--- src/u1e_pkg.sv ---
/* shared widths, slot map, register offsets and timing constants for the core
   control plane; imported by every RTL module and the testbench */

package u1e_pkg;

   ////////////////////////////////
   // wishbone bus
   ////////////////////////////////

   localparam int wb_dw       = 16;                   // data width
   localparam int wb_aw       = 11;                   // address width
   localparam int wb_decode_w = 4;                    // top bits used for slot select
   localparam int wb_off_w    = wb_aw - wb_decode_w;  // offset inside a slot

   typedef logic [wb_dw-1:0] wb_data_t;
   typedef logic [wb_aw-1:0] wb_addr_t;

   // populated slots only, the rest decode as empty
   typedef enum logic [wb_decode_w-1:0] {
      slot_misc     = 4'd0,
      slot_settings = 4'd5
   } wb_slot_e;

   ////////////////////////////////
   // slot 0 misc registers
   ////////////////////////////////

   typedef enum logic [wb_off_w-1:0] {
      reg_leds      = 7'd0,   // rw
      reg_switches  = 7'd2,   // ro
      reg_cgen_ctrl = 7'd4,   // rw
      reg_cgen_st   = 7'd6,   // ro
      reg_test      = 7'd8    // rw scratch
   } misc_reg_e;

   localparam wb_data_t   misc_default_rd = 16'hBEEF;
   localparam logic [1:0] cgen_ctrl_reset = 2'b11;   // sync_b high, ref_sel high

   ////////////////////////////////
   // settings bus
   ////////////////////////////////

   typedef logic [7:0]  set_addr_t;
   typedef logic [31:0] set_data_t;

   localparam set_addr_t sr_time64 = 8'd28;   // 4 regs

   typedef enum logic [7:0] {
      time_secs     = 8'd0,
      time_ticks    = 8'd1,
      time_arm_pps  = 8'd2,
      time_load_imm = 8'd3
   } time_reg_e;

   // vita time, seconds in the upper word
   localparam logic [31:0] ticks_per_sec = 32'd64_000_000;

   typedef logic [63:0] vita_time_t;

endpackage
--- src/u1e_core.sv ---
/* core FPGA control plane top: external wishbone master port, slot decoder,
   misc registers, settings bridge and VITA time counter */

`timescale 1ns/1ps

module u1e_core
  (input  logic                wb_clk,
   input  logic                wb_rst,
   // external wishbone master
   input  u1e_pkg::wb_addr_t   wb_adr_i,
   input  u1e_pkg::wb_data_t   wb_dat_i,
   input  logic                wb_cyc_i,
   input  logic                wb_stb_i,
   input  logic                wb_we_i,
   output u1e_pkg::wb_data_t   wb_dat_o,
   output logic                wb_ack_o,
   // board io
   input  logic [7:0]          dip_sw_i,
   input  logic [2:0]          debug_pb_i,
   input  logic                cgen_st_status_i,
   input  logic                cgen_st_ld_i,
   input  logic                cgen_st_refmon_i,
   input  logic                pps_i,
   output logic [2:0]          debug_led_o,
   output logic                cgen_sync_b_o,
   output logic                cgen_ref_sel_o,
   // timing
   output u1e_pkg::vita_time_t vita_time_o,
   output logic                pps_int_o);

   import u1e_pkg::*;

   logic                misc_stb, settings_stb;
   logic [wb_off_w-1:0] s_adr;
   wb_data_t            s_dat;
   logic                s_we;
   wb_data_t            misc_dat;
   logic                misc_ack, settings_ack;

   set_addr_t           set_addr;
   set_data_t           set_data;
   logic                set_stb;

   ////////////////////////////////
   // intercon
   ////////////////////////////////

   u1e_wb_decoder u1e_wb_decoder_inst
     (.wb_clk(wb_clk), .wb_rst(wb_rst),
      .m_adr_i(wb_adr_i), .m_dat_i(wb_dat_i), .m_cyc_i(wb_cyc_i),
      .m_stb_i(wb_stb_i), .m_we_i(wb_we_i),
      .m_dat_o(wb_dat_o), .m_ack_o(wb_ack_o),
      .misc_stb_o(misc_stb), .settings_stb_o(settings_stb),
      .s_adr_o(s_adr), .s_dat_o(s_dat), .s_we_o(s_we),
      .misc_dat_i(misc_dat), .misc_ack_i(misc_ack), .settings_ack_i(settings_ack));

   // slot 0
   u1e_misc_regs u1e_misc_regs_inst
     (.wb_clk(wb_clk), .wb_rst(wb_rst),
      .stb_i(misc_stb), .we_i(s_we), .adr_i(s_adr), .dat_i(s_dat),
      .dat_o(misc_dat), .ack_o(misc_ack),
      .dip_sw_i(dip_sw_i), .debug_pb_i(debug_pb_i),
      .cgen_st_status_i(cgen_st_status_i), .cgen_st_ld_i(cgen_st_ld_i),
      .cgen_st_refmon_i(cgen_st_refmon_i),
      .debug_led_o(debug_led_o), .cgen_sync_b_o(cgen_sync_b_o),
      .cgen_ref_sel_o(cgen_ref_sel_o));

   // slot 5
   u1e_settings_bridge u1e_settings_bridge_inst
     (.wb_clk(wb_clk), .wb_rst(wb_rst),
      .stb_i(settings_stb), .we_i(s_we), .adr_i(s_adr), .dat_i(s_dat),
      .ack_o(settings_ack),
      .set_stb_o(set_stb), .set_addr_o(set_addr), .set_data_o(set_data));

   ////////////////////////////////
   // vita time
   ////////////////////////////////

   u1e_time64 u1e_time64_inst
     (.wb_clk(wb_clk), .wb_rst(wb_rst),
      .set_stb_i(set_stb), .set_addr_i(set_addr), .set_data_i(set_data),
      .pps_i(pps_i),
      .vita_time_o(vita_time_o), .pps_int_o(pps_int_o));

endmodule

--- src/u1e_time64.sv ---
/* 64-bit VITA time counter, seconds and ticks, loaded from settings registers
   either immediately or on the next PPS rising edge; pps_int_o marks each PPS */

`timescale 1ns/1ps

module u1e_time64
  (input  logic                wb_clk,
   input  logic                wb_rst,
   input  logic                set_stb_i,
   input  u1e_pkg::set_addr_t  set_addr_i,
   input  u1e_pkg::set_data_t  set_data_i,
   input  logic                pps_i,
   output u1e_pkg::vita_time_t vita_time_o,
   output logic                pps_int_o);

   import u1e_pkg::*;

   logic [31:0] secs_q, ticks_q;
   logic [31:0] pend_secs_q, pend_ticks_q;
   logic        armed_q;
   logic [1:0]  pps_sync_q;   // [1] is the synchronized level
   logic        pps_last_q;
   logic        pps_edge;
   logic        wr_secs, wr_ticks, wr_arm, wr_load;

   ////////////////////////////////
   // settings decode
   ////////////////////////////////

   assign wr_secs  = set_stb_i & (set_addr_i == set_addr_t'(sr_time64 + time_secs));
   assign wr_ticks = set_stb_i & (set_addr_i == set_addr_t'(sr_time64 + time_ticks));
   assign wr_arm   = set_stb_i & (set_addr_i == set_addr_t'(sr_time64 + time_arm_pps));
   assign wr_load  = set_stb_i & (set_addr_i == set_addr_t'(sr_time64 + time_load_imm));

   always_ff @(posedge wb_clk)
   begin
      if (wb_rst)
      begin
         pend_secs_q  <= '0;
         pend_ticks_q <= '0;
      end
      else
      begin
         if (wr_secs)
            pend_secs_q <= set_data_i;
         if (wr_ticks)
            pend_ticks_q <= set_data_i;
      end
   end

   ////////////////////////////////
   // pps sync and edge detect
   ////////////////////////////////

   always_ff @(posedge wb_clk)
   begin
      if (wb_rst)
      begin
         pps_sync_q <= '0;
         pps_last_q <= 1'b0;
         pps_int_o  <= 1'b0;
      end
      else
      begin
         pps_sync_q <= {pps_sync_q[0], pps_i};
         pps_last_q <= pps_sync_q[1];
         pps_int_o  <= pps_edge;
      end
   end

   assign pps_edge = pps_sync_q[1] & ~pps_last_q;

   ////////////////////////////////
   // counter and loads
   ////////////////////////////////

   always_ff @(posedge wb_clk)
   begin
      if (wb_rst)
      begin
         secs_q  <= '0;
         ticks_q <= '0;
         armed_q <= 1'b0;
      end
      else
      begin
         if (wr_arm)
            armed_q <= set_data_i[0];

         if (wr_load)
         begin
            secs_q  <= pend_secs_q;
            ticks_q <= pend_ticks_q;
         end
         else if (pps_edge & armed_q)
         begin
            secs_q  <= pend_secs_q;
            ticks_q <= pend_ticks_q;
            armed_q <= 1'b0;   // one shot
         end
         else if (ticks_q == ticks_per_sec - 32'd1)
         begin
            ticks_q <= '0;
            secs_q  <= secs_q + 32'd1;
         end
         else
            ticks_q <= ticks_q + 32'd1;
      end
   end

   assign vita_time_o = {secs_q, ticks_q};

endmodule

--- src/u1e_settings_bridge.sv ---
/* slot 5 bridge from 16-bit wishbone to the 32-bit settings bus; the low half
   is held until the high-half write, which fires one settings strobe */

`timescale 1ns/1ps

module u1e_settings_bridge
  (input  logic                         wb_clk,
   input  logic                         wb_rst,
   input  logic                         stb_i,
   input  logic                         we_i,
   input  logic [u1e_pkg::wb_off_w-1:0] adr_i,
   input  u1e_pkg::wb_data_t            dat_i,
   output logic                         ack_o,
   // settings bus
   output logic                         set_stb_o,
   output u1e_pkg::set_addr_t           set_addr_o,
   output u1e_pkg::set_data_t           set_data_o);

   import u1e_pkg::*;

   wb_data_t low_half_q;
   logic     wr_low;
   logic     wr_high;

   // offset bit 1 picks the half, bits 6..2 the register
   assign wr_low  = stb_i & we_i & ~adr_i[1];
   assign wr_high = stb_i & we_i &  adr_i[1];

   ////////////////////////////////
   // payload
   ////////////////////////////////

   always_ff @(posedge wb_clk)
   begin
      if (wr_low)
         low_half_q <= dat_i;

      if (wr_high)
      begin
         set_addr_o <= set_addr_t'(adr_i[wb_off_w-1:2]);
         set_data_o <= {dat_i, low_half_q};
      end
   end

   ////////////////////////////////
   // strobe
   ////////////////////////////////

   always_ff @(posedge wb_clk)
   begin
      if (wb_rst)
         set_stb_o <= 1'b0;
      else
         set_stb_o <= wr_high;   // one cycle after the high write
   end

   // reads are harmless, just ack them
   assign ack_o = stb_i;

endmodule

--- src/u1e_misc_regs.sv ---
/* slot 0 register block: LEDs, clock generator control and status, switches,
   buttons and a scratch register; single-cycle combinational ack */

`timescale 1ns/1ps

module u1e_misc_regs
  (input  logic                         wb_clk,
   input  logic                         wb_rst,
   input  logic                         stb_i,
   input  logic                         we_i,
   input  logic [u1e_pkg::wb_off_w-1:0] adr_i,
   input  u1e_pkg::wb_data_t            dat_i,
   output u1e_pkg::wb_data_t            dat_o,
   output logic                         ack_o,
   // board inputs
   input  logic [7:0]                   dip_sw_i,
   input  logic [2:0]                   debug_pb_i,
   input  logic                         cgen_st_status_i,
   input  logic                         cgen_st_ld_i,
   input  logic                         cgen_st_refmon_i,
   // board outputs
   output logic [2:0]                   debug_led_o,
   output logic                         cgen_sync_b_o,
   output logic                         cgen_ref_sel_o);

   import u1e_pkg::*;

   wb_data_t  leds_q;
   wb_data_t  cgen_ctrl_q;
   wb_data_t  test_q;
   misc_reg_e reg_sel;

   assign reg_sel = misc_reg_e'(adr_i);

   ////////////////////////////////
   // register writes
   ////////////////////////////////

   always_ff @(posedge wb_clk)
   begin
      if (wb_rst)
      begin
         leds_q      <= '0;
         cgen_ctrl_q <= wb_data_t'(cgen_ctrl_reset);
         test_q      <= '0;
      end
      else if (stb_i & we_i)
      begin
         case (reg_sel)
            reg_leds:      leds_q      <= dat_i;
            reg_cgen_ctrl: cgen_ctrl_q <= dat_i;
            reg_test:      test_q      <= dat_i;
            default:       ;   // read-only or unmapped
         endcase
      end
   end

   // LEDs are wired out of order on the board
   assign debug_led_o    = {leds_q[2], leds_q[0], leds_q[1]};
   assign cgen_sync_b_o  = cgen_ctrl_q[1];
   assign cgen_ref_sel_o = cgen_ctrl_q[0];

   ////////////////////////////////
   // readback
   ////////////////////////////////

   always_comb
   begin
      case (reg_sel)
         reg_leds:      dat_o = leds_q;
         reg_switches:  dat_o = {5'b0, debug_pb_i, dip_sw_i};
         reg_cgen_ctrl: dat_o = cgen_ctrl_q;
         reg_cgen_st:   dat_o = {13'b0, cgen_st_status_i, cgen_st_ld_i, cgen_st_refmon_i};
         reg_test:      dat_o = test_q;
         default:       dat_o = misc_default_rd;
      endcase
   end

   assign ack_o = stb_i;   // always ready

endmodule

--- src/u1e_wb_decoder.sv ---
/* single-master wishbone intercon, routes the strobe to slot 0 or slot 5
   by the top address bits and returns read data and ack; empty slots ack with 0 */

`timescale 1ns/1ps

module u1e_wb_decoder
  (input  logic                             wb_clk,
   input  logic                             wb_rst,
   // master side
   input  u1e_pkg::wb_addr_t                m_adr_i,
   input  u1e_pkg::wb_data_t                m_dat_i,
   input  logic                             m_cyc_i,
   input  logic                             m_stb_i,
   input  logic                             m_we_i,
   output u1e_pkg::wb_data_t                m_dat_o,
   output logic                             m_ack_o,
   // slave side, shared address/data/we
   output logic                             misc_stb_o,
   output logic                             settings_stb_o,
   output logic [u1e_pkg::wb_off_w-1:0]     s_adr_o,
   output u1e_pkg::wb_data_t                s_dat_o,
   output logic                             s_we_o,
   input  u1e_pkg::wb_data_t                misc_dat_i,
   input  logic                             misc_ack_i,
   input  logic                             settings_ack_i);

   import u1e_pkg::*;

   wb_slot_e slot;
   logic     bus_req;

   assign bus_req = m_cyc_i & m_stb_i;
   assign slot    = wb_slot_e'(m_adr_i[wb_aw-1 -: wb_decode_w]);

   // strobes
   assign misc_stb_o     = bus_req & (slot == slot_misc);
   assign settings_stb_o = bus_req & (slot == slot_settings);

   assign s_adr_o = m_adr_i[wb_off_w-1:0];   // offset within slot
   assign s_dat_o = m_dat_i;
   assign s_we_o  = m_we_i;

   ////////////////////////////////
   // read data and ack return
   ////////////////////////////////

   always_comb
   begin
      case (slot)
         slot_misc:
         begin
            m_dat_o = misc_dat_i;
            m_ack_o = misc_ack_i;
         end
         slot_settings:
         begin
            m_dat_o = '0;                    // write-only bridge
            m_ack_o = settings_ack_i;
         end
         default:
         begin
            // nothing behind these slots, answer so the master never hangs
            m_dat_o = '0;
            m_ack_o = bus_req;
         end
      endcase
   end

endmodule

--- config.mk ---
export PLATFORM = sky130hd
export DESIGN_NAME = u1e_core
export DESIGN_NICKNAME = d
export VERILOG_FILES = /design/src/u1e_pkg.sv /design/src/u1e_core.sv /design/src/u1e_time64.sv /design/src/u1e_settings_bridge.sv /design/src/u1e_misc_regs.sv /design/src/u1e_wb_decoder.sv
export SDC_FILE = /design/constraint.sdc
export NUM_CORES = 1
export LEC_CHECK = 0
export BUFFER_PORTS_ARGS = -buffer_cell sky130_fd_sc_hd__buf_2
export CAP_MARGIN = 20
export CORE_ASPECT_RATIO = 1.25
export CORE_MARGIN = 2
export CORE_UTILIZATION = 45
export CTS_BUF_LIST = sky130_fd_sc_hd__clkbuf_8
export CTS_CLUSTER_SIZE = 16
export DETAILED_ROUTE_END_ITERATION = 7
export PLACE_DENSITY = 0.71
export SYNTH_ARGS = -nofsm -noshare
export SYNTH_HDL_FRONTEND = slang
export SYNTH_SLANG_ARGS = --single-unit
--- constraint.sdc ---
create_clock -name wb_clk -period 4.65 [get_ports wb_clk]
set_clock_uncertainty 0.2 [all_clocks]
set_input_delay 0.93 -clock wb_clk [delete_from_list [all_inputs] [get_ports wb_clk]]
set_output_delay 0.93 -clock wb_clk [all_outputs]
set_load 0.03 [all_outputs]
==> flow_summary.toml <==
[status]
outcome = "finished, final reports clean"

[grt]
grt-ovfl-total = 0
grt_pass1_vias = 7435
grt_pass1_wl_mm = 38.9
grt_util_all_layers = 0.212
grt_max_degree = 89
antenna_found_initial = 0

[logic_synthesis]
yosysSeqAreaShare = 0.538
synth_top_area_share = 0.374
ys.warnings.count = 0
ys_top_cells_by_area = "dfxtp_1, edfxtp_1, nand2_1"
synth-seq-cells = 235
synthCells = 1047
async_flop_share = 0
synth-main-ff-cell = "dfxtp_1"
synth_area_per_cell_um2 = 9.29
synth_edf_count = 53
synth_top_area_cell = "dfxtp_1"
synth_cell_type_count = 54
synth_area_mm2 = 0.00973
syn-num-nets = 1096

[route]
remaining_drc_errors = 0
num_vias = 7924
vias_per_cell = 5.38
drtAntennaViolNets = 0
avgRoutedWirePerCell_um = 16.5
drtIter0Drc = 649
drt_wl_total_mm = 24.3
drt_pass1_iterations = 5

[floorplan]
num_io_pins = 134
core_area_mm2 = 0.0214
fp-row-count = 60
dieArea_mm2 = 0.0228
die_h_um = 168
dieWidth_um = 136
initial_core_util = 0.455

[critical_path]
cp_top_family = "simple AND/OR/NAND/NOR gates"
path_common_cell = "buf_2"
cp_cell_sequence = "buf_2 > or4_1 > nor3_4 > a32oi_1 > a21oi_1 > buf_2"
r2r_setup_slack_ps = 1630
cpMaxStageDelayCell = "or4_1"
path_buf_inv = 2
setup.worst_path.end_class = "output port"
rr_worst_depth = 7
critPathLaunch = "wb_adr_i[0]"
critical_path_required_ps = 3520
r2r-end = "u1e_time64_inst.secs_q[12]$_SDFFE_PP0P_"
start_kind = "input port"
cp.arrival_ps = 2910
slowest_delay_ps = 700
crit_fanout = 18
critPathKind = "input port to output port"
reg2reg_from = "u1e_time64_inst.ticks_q[0]$_SDFF_PP0_"

[min_path]
hold_path_class = "flop to flop"
worstHoldPathCells = 0
hold_end = "u1e_settings_bridge_inst.set_data_o[8]$_DFFE_PP_"
hp-start = "u1e_settings_bridge_inst.low_half_q[8]$_DFFE_PP_"

[sta]
period_share = 0.870
fin_crit_ps = 4040
worst_pin_slew_ps = 967
slew_headroom = 0.354
setup_viol = 0
finalHoldViolations = 0
tns_ps = 0
fmax_mhz = 247
drv_slew = 0
rsz0062_at_grt = "no"

[finish]
layout.cells.non_filler = 1474
antenna_cells = 0
final_cell_mix = "nand2_1, dfxtp_1, buf_2"
fin_nets = 1220
drive_gt1_frac = 0.202
nFillCells = 1992
layout_commonest_cell = "nand2_1"
area_delta_synth_final_pct = 16.9

[cts]
cts_root_buffer = "clkbuf_8"
cts_buffers = 38
hold_buffers = 0
htree_num_levels = 2
path_clk_slew_ps = 70
post-cts-setup-buffers = 0
clkLatencyLatePin_ps = 530
cts_tree = "built"
clk_path_buf_depth = 3
cts_sinks = 235
post_cts_resized = 0

[placement]
dp_hpwl_mm = 16.6
dp_cells = 1408
numPortBuffers = 133
gp_congestion = 0.855

[power_and_ir_drop]
p_per_area_mw_per_mm2 = 348
irDropWorstVdd_uv = 244
p_leak_nw = 4.33

[run]
maxCapViolations = 0
-- worst reg2reg max path: cells and delay by family (launching register included) --
| kind | cells | cell delay (ps) |
|---|---|---|
| AOI/OAI and AO/OA | 1 | 220 |
| xor gates and xnor gates | 1 | 210 |
| adders and majority gates | 1 | 200 |
| DFF | 1 | 400 |
| and+or+nand+nor | 4 | 1710 |
-- worst max path at each step --
stage | slack [ps] | endpoint | cells after the start
after global placement | 690 | wb_dat_o[0] | 6
after global routing | 470 | wb_dat_o[8] | 6
after CTS | 620 | wb_dat_o[8] | 6
final | 610 | wb_dat_o[8] | 6
after detailed placement | 630 | wb_dat_o[8] | 6
after floorplan | 610 | wb_dat_o[10] | 5
-- cell usage after synthesis (2+ instances only) --
master / n
clkbuf_1: 51
buf_4: 3
inv_1: 8
a22o_1: 10
a311oi_1: 3
a221oi_1: 10
a21oi_1: 108
o21ai_0: 20
nand2_1: 255
nor2b_1: 5
nor4_1: 4
ha_1: 2
buf_2: 6
nand3b_1: 4
or3_1: 3
a22oi_1: 15
edfxtp_1: 53
nor3_2: 5
nand4_1: 20
nor4b_2: 3
nor3_1: 14
o211ai_1: 2
buf_1: 4
and2_1: 8
and4_1: 5
nor4_2: 6
a32oi_1: 4
a211oi_1: 21
nand3_1: 18
and3_1: 7
xor2_1: 25
or4_1: 2
dfxtp_1: 182
or2_2: 2
nor4_4: 3
mux2_2: 11
mux2i_1: 18
xnor2_1: 32
a21o_1: 2
nor2_1: 79
-- flip-flops by register name (all words and copies together), names as in the netlist, 5 cells and up --
name / cells
u1e_settings_bridge_inst.low_half_q: 16
u1e_time64_inst.ticks_q: 32
u1e_time64_inst.pend_ticks_q: 32
u1e_misc_regs_inst.test_q: 16
u1e_time64_inst.pend_secs_q: 32
u1e_misc_regs_inst.cgen_ctrl_q: 16
u1e_misc_regs_inst.leds_q: 16
u1e_settings_bridge_inst.set_data_o: 32
u1e_settings_bridge_inst.set_addr_o: 5
u1e_time64_inst.secs_q: 32
-- per-layer routing --
layer | up-vias | wire, um | GRT usage | share of wire
li1 | 3886 | - | - | -
met1 | 3732 | 11000 | 0.289 | 0.45
met2 | 271 | 11500 | 0.344 | 0.47
met3 | 35 | 1420 | 0.0340 | 0.058
met4 | 0 | 465 | 0.0697 | 0.019
met5 | - | 0 | 0 | 0
-- per-stage QoR --
stage	worst slack (ps)	area, um^2	hold WS [ps]	power [mW]	utilization
floorplan	609	9730	200	2.19	-
global placement	691	10600	202	2.24	0.495
detailed placement	628	10600	205	2.25	0.495
CTS	617	11300	219	3.99	0.530
global route	475	11400	228	4.08	0.532
finish	605	11400	217	3.96	0.532
-- power breakdown --
| part | total, mW | internal, mW | switching (mW) |
|---|---|---|---|
| logic | 0.111 | 0.0320 | 0.0785 |
| clock network | 1.75 | 0.964 | 0.790 |
| registers | 2.09 | 2.09 | 0.00362 |
-- layout make-up --
class,count,area (um^2),area share
clock inverters,17,103,0.00902
well taps,279,349,0.0307
multi-input cells,739,4200,0.369
flip-flops and latches,235,5240,0.460
inverters,8,30.0,0.00264
clock buffers,47,647,0.0569
repair buffers,149,808,0.0711
-- logic make-up (layout without fill, tap and decap cells) --
kind of cell	count (synthesis)	after routing	synth area share
adder cells (fa/ha/maj)	2	2	0.00257
AO/OA/AOI/OAI	198	198	0.124
AND/OR/NAND/NOR	452	452	0.220
multiplexers	30	30	0.0336
flip-flops	235	235	0.538
XOR/XNOR	57	57	0.0513
buffers and inverters	73	221	0.0309
No activity file was read; power rests on OpenSTA's default activity.
